## config.mk

```make
export PLATFORM = sky130hd
export DESIGN_NAME = dlc_top
export DESIGN_NICKNAME = d
export VERILOG_FILES = /design/src/rtl/dlc_pkg.sv /design/src/rtl/dlc_cfg_if.sv /design/src/rtl/dlc_cfg_regs.sv /design/src/rtl/dlc_fifo.sv /design/src/rtl/dlc_encoder.sv /design/src/rtl/dlc_top.sv
export SDC_FILE = /design/constraint.sdc
export NUM_CORES = 1
export LEC_CHECK = 0
export BUFFER_PORTS_ARGS = -buffer_cell sky130_fd_sc_hd__buf_2
export CAP_MARGIN = 20
export CORE_MARGIN = 3
export CORE_UTILIZATION = 40
export DETAILED_ROUTE_END_ITERATION = 16
export GPL_ROUTABILITY_DRIVEN = 0
export PLACE_DENSITY = 0.57
export SYNTH_ARGS = -nofsm -noshare
export SYNTH_HDL_FRONTEND = slang
export SYNTH_SLANG_ARGS = --single-unit
```

## constraint.sdc

```tcl
create_clock -name clk_i -period 9.9 [get_ports clk_i]
set_clock_uncertainty 0.2 [all_clocks]
set_input_delay 0.99 -clock clk_i [delete_from_list [all_inputs] [get_ports clk_i]]
set_output_delay 0.99 -clock clk_i [all_outputs]
set_load 0.005 [all_outputs]
```

## src/rtl/dlc_pkg.sv

```systemverilog
`default_nettype none

package dlc_pkg;

  // datapath widths
  localparam int unsigned sample_w   = 16;  // sample and packet word
  localparam int unsigned fifo_depth = 4;   // default buffer depth

  // configuration field widths
  localparam int unsigned cfg_lwl_w  = 4;   // level-width exponent, shift of 0..15
  localparam int unsigned cfg_bits_w = 5;   // step/time field widths, 0..31

  // register map, byte addresses
  localparam logic [7:0] addr_lwl       = 8'h00;
  localparam logic [7:0] addr_dlvl_bits = 8'h04;
  localparam logic [7:0] addr_dt_bits   = 8'h08;

  // encoder FSM
  typedef enum logic [1:0] {
    enc_run,       // consume samples, emit crossing packets
    enc_dlvl_ovf,  // drain remaining level steps, time 0
    enc_dt_ovf     // emit time-only packet once there is room
  } enc_state_e;

endpackage

`default_nettype wire

```

## src/rtl/dlc_cfg_if.sv

```systemverilog
`timescale 1ns/1ns
`default_nettype none

interface dlc_cfg_if import dlc_pkg::*; ();

  logic [cfg_lwl_w-1:0]  log_wl;     // level = sample >>> log_wl
  logic [cfg_bits_w-1:0] dlvl_bits;  // step field width, direction sits just above
  logic [sample_w-1:0]   mask_dlvl;  // ones in the low dlvl_bits bits
  logic [sample_w-1:0]   mask_dt;    // ones in the low dt_bits bits

  // register block side
  modport cfg_src (output log_wl, output dlvl_bits, output mask_dlvl, output mask_dt);

  // encoder side
  modport cfg_dst (input log_wl, input dlvl_bits, input mask_dlvl, input mask_dt);

endinterface

`default_nettype wire

```

## src/rtl/dlc_cfg_regs.sv

```systemverilog
`timescale 1ns/1ns
`default_nettype none

module dlc_cfg_regs import dlc_pkg::*; (
  input  logic        clk_i,
  input  logic        rst_ni,
  input  logic        reg_valid_i,
  input  logic        reg_write_i,
  input  logic [7:0]  reg_addr_i,
  input  logic [31:0] reg_wdata_i,
  output logic [31:0] reg_rdata_o,
  output logic        reg_error_o,
  dlc_cfg_if.cfg_src  cfg
);

  logic [cfg_lwl_w-1:0]  log_wl_q;     // level-width exponent
  logic [cfg_bits_w-1:0] dlvl_bits_q;  // step field width
  logic [cfg_bits_w-1:0] dt_bits_q;    // time field width
  logic [31:0]           mask_dlvl_w;  // wide masks, upper bits dropped below
  logic [31:0]           mask_dt_w;

  // register writes, unmapped addresses are ignored
  always_ff @(posedge clk_i or negedge rst_ni) begin
    if (!rst_ni) begin
      log_wl_q    <= '0;
      dlvl_bits_q <= '0;
      dt_bits_q   <= '0;
    end else if (reg_valid_i && reg_write_i) begin
      case (reg_addr_i)
        addr_lwl:       log_wl_q    <= reg_wdata_i[cfg_lwl_w-1:0];
        addr_dlvl_bits: dlvl_bits_q <= reg_wdata_i[cfg_bits_w-1:0];
        addr_dt_bits:   dt_bits_q   <= reg_wdata_i[cfg_bits_w-1:0];
        default: ;
      endcase
    end
  end

  // read-back and error, both same-cycle
  always_comb begin
    reg_rdata_o = '0;
    reg_error_o = 1'b0;
    if (reg_valid_i) begin
      case (reg_addr_i)
        addr_lwl:       reg_rdata_o[cfg_lwl_w-1:0]  = log_wl_q;
        addr_dlvl_bits: reg_rdata_o[cfg_bits_w-1:0] = dlvl_bits_q;
        addr_dt_bits:   reg_rdata_o[cfg_bits_w-1:0] = dt_bits_q;
        default:        reg_error_o = 1'b1;  // nothing mapped here
      endcase
    end
  end

  // widths of 16 or more saturate to all ones after truncation
  assign mask_dlvl_w = (32'd1 << dlvl_bits_q) - 32'd1;
  assign mask_dt_w   = (32'd1 << dt_bits_q) - 32'd1;

  assign cfg.log_wl    = log_wl_q;
  assign cfg.dlvl_bits = dlvl_bits_q;
  assign cfg.mask_dlvl = mask_dlvl_w[sample_w-1:0];
  assign cfg.mask_dt   = mask_dt_w[sample_w-1:0];

endmodule

`default_nettype wire

```

## src/rtl/dlc_fifo.sv

```systemverilog
`timescale 1ns/1ns
`default_nettype none

module dlc_fifo #(
  parameter int unsigned depth = 4,
  parameter int unsigned width = 16
) (
  input  logic             clk_i,
  input  logic             rst_ni,
  input  logic             push_i,
  input  logic [width-1:0] data_i,
  output logic             full_o,
  input  logic             pop_i,
  output logic [width-1:0] data_o,
  output logic             empty_o
);

  localparam int unsigned ptr_w = (depth > 1) ? $clog2(depth) : 1;
  localparam int unsigned cnt_w = $clog2(depth + 1);

  logic [width-1:0] mem_q [depth];  // circular storage
  logic [ptr_w-1:0] wptr_q;
  logic [ptr_w-1:0] rptr_q;
  logic [cnt_w-1:0] cnt_q;  // occupancy, 0..depth
  logic             do_push;
  logic             do_pop;

  assign full_o  = (cnt_q == cnt_w'(depth));
  assign empty_o = (cnt_q == '0);

  assign do_push = push_i && !full_o;   // dropped when full
  assign do_pop  = pop_i && !empty_o;   // dropped when empty

  assign data_o = mem_q[rptr_q];  // head visible without a pop

  always_ff @(posedge clk_i) begin
    if (do_push) begin
      mem_q[wptr_q] <= data_i;
    end
  end

  always_ff @(posedge clk_i or negedge rst_ni) begin
    if (!rst_ni) begin
      wptr_q <= '0;
      rptr_q <= '0;
      cnt_q  <= '0;
    end else begin
      if (do_push) begin
        wptr_q <= (wptr_q == ptr_w'(depth - 1)) ? '0 : wptr_q + 1'b1;  // wrap for any depth
      end
      if (do_pop) begin
        rptr_q <= (rptr_q == ptr_w'(depth - 1)) ? '0 : rptr_q + 1'b1;
      end
      if (do_push && !do_pop) begin
        cnt_q <= cnt_q + 1'b1;
      end else if (do_pop && !do_push) begin
        cnt_q <= cnt_q - 1'b1;
      end
    end
  end

endmodule

`default_nettype wire

```

## src/rtl/dlc_encoder.sv

```systemverilog
`timescale 1ns/1ns
`default_nettype none

module dlc_encoder import dlc_pkg::*; (
  input  logic                clk_i,
  input  logic                rst_ni,
  input  logic [sample_w-1:0] smp_data_i,
  input  logic                smp_empty_i,
  output logic                smp_pop_o,
  input  logic                pkt_full_i,
  output logic                pkt_push_o,
  output logic [sample_w-1:0] pkt_data_o,
  dlc_cfg_if.cfg_dst          cfg
);

  enc_state_e state_q, state_d;

  logic signed [sample_w-1:0] lvl;        // level of the head sample
  logic [sample_w-1:0]        cur_lvl_q;  // last level that produced a packet
  logic [sample_w-1:0]        skip_q;     // samples since the last packet
  logic [sample_w:0]          rem_q;      // steps still owed during overflow
  logic                       dir_q;      // direction held across overflow packets
  logic [sample_w:0]          diff;       // lvl - cur, one extra bit so it never wraps
  logic [sample_w:0]          abs_diff;
  logic [sample_w:0]          mask_dlvl_x;
  logic                       xing;       // consumed sample changed level
  logic                       dlvl_ovf;   // step count does not fit the field
  logic                       ovf_last;   // remainder fits, this is the closing packet
  logic                       room;       // packet FIFO can take a word
  logic [sample_w-1:0]        f_time;
  logic [sample_w-1:0]        f_steps;
  logic                       f_dir;
  logic [31:0]                pkt_word;   // assembled before truncation

  assign room      = !pkt_full_i;
  assign smp_pop_o = !smp_empty_i && room && (state_q == enc_run);

  // arithmetic shift keeps negative samples on negative levels
  assign lvl = $signed(smp_data_i) >>> cfg.log_wl;

  assign diff     = {lvl[sample_w-1], lvl} - {cur_lvl_q[sample_w-1], cur_lvl_q};
  assign abs_diff = diff[sample_w] ? (~diff + 1'b1) : diff;
  assign mask_dlvl_x = {1'b0, cfg.mask_dlvl};

  assign xing     = smp_pop_o && (diff != '0);
  assign dlvl_ovf = xing && (abs_diff > mask_dlvl_x);
  // a zero-width step field could never drain the remainder
  assign ovf_last = (rem_q <= mask_dlvl_x) || (cfg.mask_dlvl == '0);

  // next state
  always_comb begin
    state_d = state_q;
    case (state_q)
      enc_run: begin
        if (dlvl_ovf) begin
          state_d = enc_dlvl_ovf;
        end else if (smp_pop_o && !xing && (skip_q == cfg.mask_dt)) begin
          state_d = enc_dt_ovf;  // skip counter at its limit
        end
      end
      enc_dlvl_ovf: if (room && ovf_last) state_d = enc_run;
      enc_dt_ovf:   if (room) state_d = enc_run;
      default:      state_d = enc_run;
    endcase
  end

  // packet fields and push
  always_comb begin
    pkt_push_o = 1'b0;
    f_time     = '0;
    f_steps    = '0;
    f_dir      = 1'b0;
    case (state_q)
      enc_run: begin
        pkt_push_o = xing;  // pop already implies room
        f_time     = skip_q & cfg.mask_dt;
        f_dir      = diff[sample_w];  // 1 means downward
        f_steps    = dlvl_ovf ? cfg.mask_dlvl : abs_diff[sample_w-1:0];
      end
      enc_dlvl_ovf: begin
        pkt_push_o = room;
        f_dir      = dir_q;  // time stays 0, same instant
        f_steps    = ovf_last ? (rem_q[sample_w-1:0] & cfg.mask_dlvl) : cfg.mask_dlvl;
      end
      enc_dt_ovf: begin
        pkt_push_o = room;
        f_time     = cfg.mask_dt;  // time-only, no steps
      end
      default: ;
    endcase
  end

  // time above direction above steps, anything past 16 bits falls off
  assign pkt_word   = ({15'd0, f_time, f_dir} << cfg.dlvl_bits) | {16'd0, f_steps};
  assign pkt_data_o = pkt_word[sample_w-1:0];

  always_ff @(posedge clk_i or negedge rst_ni) begin
    if (!rst_ni) begin
      state_q   <= enc_run;
      cur_lvl_q <= '0;
      skip_q    <= '0;
      rem_q     <= '0;
      dir_q     <= 1'b0;
    end else begin
      state_q <= state_d;
      if (xing) begin
        cur_lvl_q <= lvl;  // overflow packets owe nothing more to cur
      end
      if ((state_q == enc_dt_ovf && room) || xing) begin
        skip_q <= sample_w'(1);
      end else if (smp_pop_o) begin
        skip_q <= skip_q + 1'b1;
      end
      if (dlvl_ovf) begin
        rem_q <= abs_diff - mask_dlvl_x;  // first packet took one full field
        dir_q <= diff[sample_w];
      end else if (state_q == enc_dlvl_ovf && room) begin
        rem_q <= ovf_last ? '0 : rem_q - mask_dlvl_x;
      end
    end
  end

endmodule

`default_nettype wire

```

## src/rtl/dlc_top.sv

```systemverilog
`timescale 1ns/1ns
`default_nettype none

module dlc_top import dlc_pkg::*; #(
  parameter int unsigned fifo_depth = dlc_pkg::fifo_depth
) (
  input  logic                clk_i,
  input  logic                rst_ni,
  input  logic                reg_valid_i,
  input  logic                reg_write_i,
  input  logic [7:0]          reg_addr_i,
  input  logic [31:0]         reg_wdata_i,
  output logic [31:0]         reg_rdata_o,
  output logic                reg_error_o,
  input  logic                in_push_i,
  input  logic [sample_w-1:0] in_data_i,
  output logic                in_full_o,
  input  logic                out_pop_i,
  output logic [sample_w-1:0] out_data_o,
  output logic                out_empty_o
);

  logic [sample_w-1:0] smp_data;  // sample FIFO head
  logic                smp_empty;
  logic                smp_pop;
  logic [sample_w-1:0] pkt_data;  // encoder output word
  logic                pkt_full;
  logic                pkt_push;

  dlc_cfg_if cfg_bus ();

  dlc_cfg_regs i_cfg_regs (
    .clk_i       (clk_i),
    .rst_ni      (rst_ni),
    .reg_valid_i (reg_valid_i),
    .reg_write_i (reg_write_i),
    .reg_addr_i  (reg_addr_i),
    .reg_wdata_i (reg_wdata_i),
    .reg_rdata_o (reg_rdata_o),
    .reg_error_o (reg_error_o),
    .cfg         (cfg_bus.cfg_src)
  );

  // producer side buffer
  dlc_fifo #(.depth(fifo_depth), .width(sample_w)) i_sample_fifo (
    .clk_i   (clk_i),
    .rst_ni  (rst_ni),
    .push_i  (in_push_i),
    .data_i  (in_data_i),
    .full_o  (in_full_o),
    .pop_i   (smp_pop),
    .data_o  (smp_data),
    .empty_o (smp_empty)
  );

  dlc_encoder i_encoder (
    .clk_i       (clk_i),
    .rst_ni      (rst_ni),
    .smp_data_i  (smp_data),
    .smp_empty_i (smp_empty),
    .smp_pop_o   (smp_pop),
    .pkt_full_i  (pkt_full),
    .pkt_push_o  (pkt_push),
    .pkt_data_o  (pkt_data),
    .cfg         (cfg_bus.cfg_dst)
  );

  // consumer side buffer
  dlc_fifo #(.depth(fifo_depth), .width(sample_w)) i_packet_fifo (
    .clk_i   (clk_i),
    .rst_ni  (rst_ni),
    .push_i  (pkt_push),
    .data_i  (pkt_data),
    .full_o  (pkt_full),
    .pop_i   (out_pop_i),
    .data_o  (out_data_o),
    .empty_o (out_empty_o)
  );

endmodule

`default_nettype wire

```

* Word level (Yosys, flattened, before mapping) *
Memories as Yosys holds them, arrays and structs flattened.
Cells that the tools add are included.

word-level totals
  memories kept = 2
  word-level logic and storage cells = 134
  bits in registers = 80
  memory bits (writable) = 128

cells by class
  mux-type cells = 34
  add/sub/neg operators = 15
  bitwise operators = 4
  order comparisons = 2
  reduce and logical (&&, ||, !) cells = 45
  shift operators = 4
  equality and inequality tests = 14

memory list
  name                 depth  width  read ports  clocked after Yosys merged registers in  write ports  RTL line        source
  i_packet_fifo.mem_q  4      16     1           0                                        1            dlc_fifo.sv:21  logic [width-1:0] mem_q [depth];
  i_sample_fifo.mem_q  4      16     1           0                                        1            dlc_fifo.sv:21

operator list
  cell                                                number
  2-to-1 mux 17 bit                                   4
  2-to-1 mux 16 bit                                   4
  one-hot mux 16 bit (2 select lines)                 2
  subtractor 17 x 16 -> 17 bit                        2
  AND 16 bit                                          2
  left shift 1 x 5 -> 16 bit, first input constant    2
  subtractor 16 x 1 -> 16 bit, second input constant  2
  logical AND 1 bit                                   18
  adder 17 x 1 -> 17 bit, second input constant       1
  > comparator 17 x 16 -> 1 bit                       1
  less-or-equal comparator 17 x 16 -> 1 bit           1
  NOT 17 bit                                          1
  nonzero test 17 bit                                 1
  left shift 17 x 5 -> 16 bit                         1
  subtractor 16 x 16 -> 17 bit                        1
  adder 16 x 1 -> 16 bit, second input constant       1
  equality test 16 bit                                1
  zero test 16 bit                                    1
  2-to-1 mux 2 bit                                    8
  OR 16 bit                                           1
  >>> shifter 16 x 4 -> 16 bit                        1
  2-to-1 mux 3 bit                                    4
  one-hot mux 4 bit (3 select lines)                  1
  equality test 2 bit, second input constant          5
  24 further kinds                                    52

* Logic depth before layout (Yosys ltp) *
  word-level depth = 11
  gate-level depth with buffers = 31

* Hierarchy *
Synthesis repeated with hierarchy kept, for this count alone.

second synthesis, totals
  cells, all modules = 1,380
  area total of the unflattened synthesis = 14,546.5 um^2

modules (own cells, without submodules)
  module                    times used  seq. area each (um^2)  cells an instance  area an instance (um^2)
  dlc_encoder               1           1,301.2                945                7,484.7
  dlc_fifo (i_sample_fifo)  1           2,097.0                121                2,771.4
  dlc_fifo (i_packet_fifo)  1           2,097.0                121                2,757.6
  dlc_cfg_regs              1           350.3                  193                1,532.7

* Worst setup path before layout *
No wires, ideal clock.

  path kind = reg2reg
  from = register i_sample_fifo.rptr_q[0]
  to = memory i_packet_fifo.mem_q[0][0], data pin
  clock period less this slack = 7.817 ns
  stages on the path, launching flop included = 29
  path buffers = 4
  slack = 2.083 ns
  arrival time = 7.347 ns
  cells stage by stage = dfrtp_1 > clkbuf_1 > buf_1 > mux4_2 > mux2_2 > o21ai_0 > mux2_2 > nor2_1 > a21oi_1 > ha_1 > inv_1 > fa_1 > a211oi_2 > o21bai_2 > a211o_1 > a41oi_1 > clkbuf_1 > o21ai_0 > ha_1 > nor2b_1 > o21a_1 > o21a_1 > o31a_1 > o21ai_0 > a31oi_1 > o31ai_1 > mux2i_1 > clkbuf_1 > a211o_1

between the ends
  longest elaborated chain between the ends = 11

RTL lines
  what                                 RTL line           source
  from (decl)                          dlc_fifo.sv:23     logic [ptr_w-1:0] rptr_q;
  from (signal assigned)               dlc_fifo.sv:52     rptr_q <= (rptr_q == ptr_w'(depth - 1)) ? '0 : rptr_q + 1'b1;
  memory read (4 x 16 bit) *           n/a
  >>> shifter 16 x 4 -> 16 bit *       dlc_encoder.sv:39  assign lvl = $signed(smp_data_i) >>> cfg.log_wl;
  subtractor 16 x 16 -> 17 bit *       dlc_encoder.sv:41  assign diff = {lvl[sample_w-1], lvl} - {cur_lvl_q[sample_w-1], cur_lvl_q};
  NOT 17 bit                           dlc_encoder.sv:42  assign abs_diff = diff[sample_w] ? (~diff + 1'b1) : diff;
  adder 17 x 1 -> 17 bit               dlc_encoder.sv:42
  2-to-1 mux 17 bit                    dlc_encoder.sv:42
  > comparator 17 x 16 -> 1 bit        dlc_encoder.sv:46  assign dlvl_ovf = xing && (abs_diff > mask_dlvl_x);
  logical AND 1 bit                    dlc_encoder.sv:46
  2-to-1 mux 16 bit                    dlc_encoder.sv:78  f_steps = dlvl_ovf ? cfg.mask_dlvl : abs_diff[sample_w-1:0];
  one-hot mux 16 bit (2 select lines)  dlc_encoder.sv:73  case (state_q)
  OR 16 bit *                          dlc_encoder.sv:94  assign pkt_word = ({15'd0, f_time, f_dir} << cfg.dlvl_bits) | {16'd0, f_steps};
  via i_encoder.pkt_data_o[0]          dlc_encoder.sv:12  output logic [sample_w-1:0] pkt_data_o,
  to (decl)                            dlc_fifo.sv:21

Mark *: on every way through the listed nets, which the timed path passes. The rest lies on a longest branch.

* Worst setup path after layout *
  from = register i_sample_fifo.rptr_q[1]
  to = memory i_packet_fifo.mem_q[1][6], data pin

The elaborated chain is that of the path after synthesis.

==> metrics.csv <==
metric,value,unit
r2r_end,i_packet_fifo.mem_q[1][6],
hpwl,25700,um
synth.distinct_cells,84,
grt_max_degree,50,
num_vias,10599,
portBuffers,58,
dr.pass1.iters,5,
cp.arrival,8.52,ns
rsz0062_at_grt,false,
antenna_found_initial,0,
die_w,197,um
clockRootBuffer,clkbuf_16,
layout_min_cycle_time,8.48,ns
tightestPinTransition,0.999,ns
max_cap_viol_count,0,
holdBufCountCts,0,
clk_latency,0.52,ns
required,9.94,ns
detail_route.wl_per_cell,18.2,um
slew_viol_final,0,
path_clk_slew,0.06,ns
vias_per_cell,5.53,
r2r_start,i_sample_fifo.rptr_q[1],
slew_headroom,33.2,%
timing.hold.ws,0.219,ns
die_area,0.0386,sq mm
htree_levels,1,
die_y,197,um
overflow,0,
rr_worst_depth,27,
cp_num_buf_inv,3,
startpoint_type,register,
setup_viol,0,
syn_area,0.0145,sq mm
nets,1606,
start_util,40.7,%
crit_family,compound AO/OA/AOI/OAI gates,
critical_path_class,register to register,
grt_pass1_vias,10262,
grt_pass1_wl,56000,um
ys.flop_type,edfxtp_1,
status,"finished, final reports clean",
clkSinkCount,208,
synthCells,1423,
period_share,85.7,%
clockBufferDepth,3,
min_path_type,primary input to asynchronous set/reset pin,
ioPinCount,113,
fp-row-count,69,
cts_setup_buffers,0,
core-area,0.0357,sq mm
synthToLayoutAreaGrowth,8.92,%
syn_area_per_cell,10.2,sq um
r2r_slack,1.42,ns
async_reset_ff_share,38.5,%
wl,34800,um
hold_viol,0,
num_antenna_cells,0,
max_stage_delay,0.91,ns
final_layout_size_suffix_gt1_share,14.3,%
timing.fmax,118,MHz
detail-route-antenna-nets,0,
post_cts_resized,0,
cts_buffers,24,
crit_path_top_delay_cell,dfrtp_1,
mostFrequentLayoutCell,edfxtp_1,
cp-end-kind,register,
synth_edf_count,128,
cts_tree,yes,
cpMostUsedCell,o21ai_0,
track_usage,17.9,%
fin_setup_tns,0,ns
drcViolationCount,0,
yosysWarnings,0,
drt_iter0_drc,538,
final_cell_mix,"edfxtp_1, nor2_1, nand2_1",
ys_ff_latch,208,
synth_seq_area_share,40.2,%
worstPathMaxFanout,32,
## flip-flops by register name, summed over array words and instances (netlist names)
name,flops
i_encoder.rem_q,17
i_cfg_regs.cfg.dlvl_bits,5
i_cfg_regs.cfg.log_wl,4
i_cfg_regs.dt_bits_q,5
i_encoder.skip_q,16
i_sample_fifo.cnt_q,3
i_packet_fifo.rptr_q,2
i_packet_fifo.wptr_q,2
i_packet_fifo.mem_q,64
i_sample_fifo.rptr_q,2
i_packet_fifo.cnt_q,3
i_sample_fifo.mem_q,64
i_encoder.dir_q,1
i_sample_fifo.wptr_q,2
i_encoder.cur_lvl_q,16
i_encoder.state_q,2
## per-stage QoR
stage               cell area, sq um  utilization, %  instances  worst slack [ns]
finish                         15800            44.4       1916              1.42
CTS                            15800            44.4       1916              1.43
detailed placement             15100            42.4       1874              1.46
global route                   15800            44.4       1916             0.957
global placement               15100            42.3       1873              1.56
floorplan                      14600               -       1449              2.08
## synth_stat cells (20+ instances only)
cell type / instances / area (sq um)
nor2_1: 114 / 428
xor2_1: 32 / 280
mux4_2: 35 / 788
nand3_1: 24 / 120
nor3_1: 25 / 125
inv_1: 70 / 263
mux2i_1: 27 / 270
a221oi_1: 20 / 175
nand2_1: 111 / 417
clkbuf_1: 66 / 248
ha_1: 100 / 1250
dfrtp_1: 80 / 2000
buf_4: 28 / 210
o21ai_0: 82 / 410
mux2_2: 43 / 484
a21o_1: 27 / 203
edfxtp_1: 128 / 3840
a21oi_1: 80 / 400
xnor2_1: 44 / 385
## how the worst max path moves through the flow
stage / startpoint / to / depth (start not counted)
floorplan: i_sample_fifo.rptr_q[0] / i_packet_fifo.mem_q[0][0] / 28
global placement: i_sample_fifo.rptr_q[1] / i_packet_fifo.mem_q[2][6] / 27
detailed placement: i_sample_fifo.rptr_q[1] / i_packet_fifo.mem_q[3][6] / 27
CTS: i_sample_fifo.rptr_q[1] / i_packet_fifo.mem_q[3][6] / 27
global route: i_sample_fifo.rptr_q[1] / i_packet_fifo.mem_q[1][5] / 27
finish: i_sample_fifo.rptr_q[1] / i_packet_fifo.mem_q[1][6] / 27
## kinds of logic after synthesis
group,after synthesis,synth area share (%)
and+or+nand+nor,385,12.7
AOI/OAI and AO/OA,354,16.3
DFF,208,40.2
buffers and inverters,179,5.40
muxes,115,11.4
adders and majority gates,105,9.30
xor gates and xnor gates,76,4.58
other,1,0.0258
## routing by layer
layer	vias to the layer above	GRT usage [%]	wire (um)
li1	5237	-	-
met1	5087	23.6	15500
met2	211	30.9	16700
met3	64	2.48	1500
met4	0	5.41	1120
met5	-	0	0
## area by class of cell
cell class              instances  area (sq um)
clock buffers                  28           637
clock inverters                14          80.1
fillers                      3407         19800
inverters                      73           274
multi-input cells            1062          8020
flip-flops and latches        208          5850
well taps                     461           577
repair buffers                 70           390
Power is not shown: default switching activity piles up to over one toggle a cycle in this logic, so the estimate is an artifact.
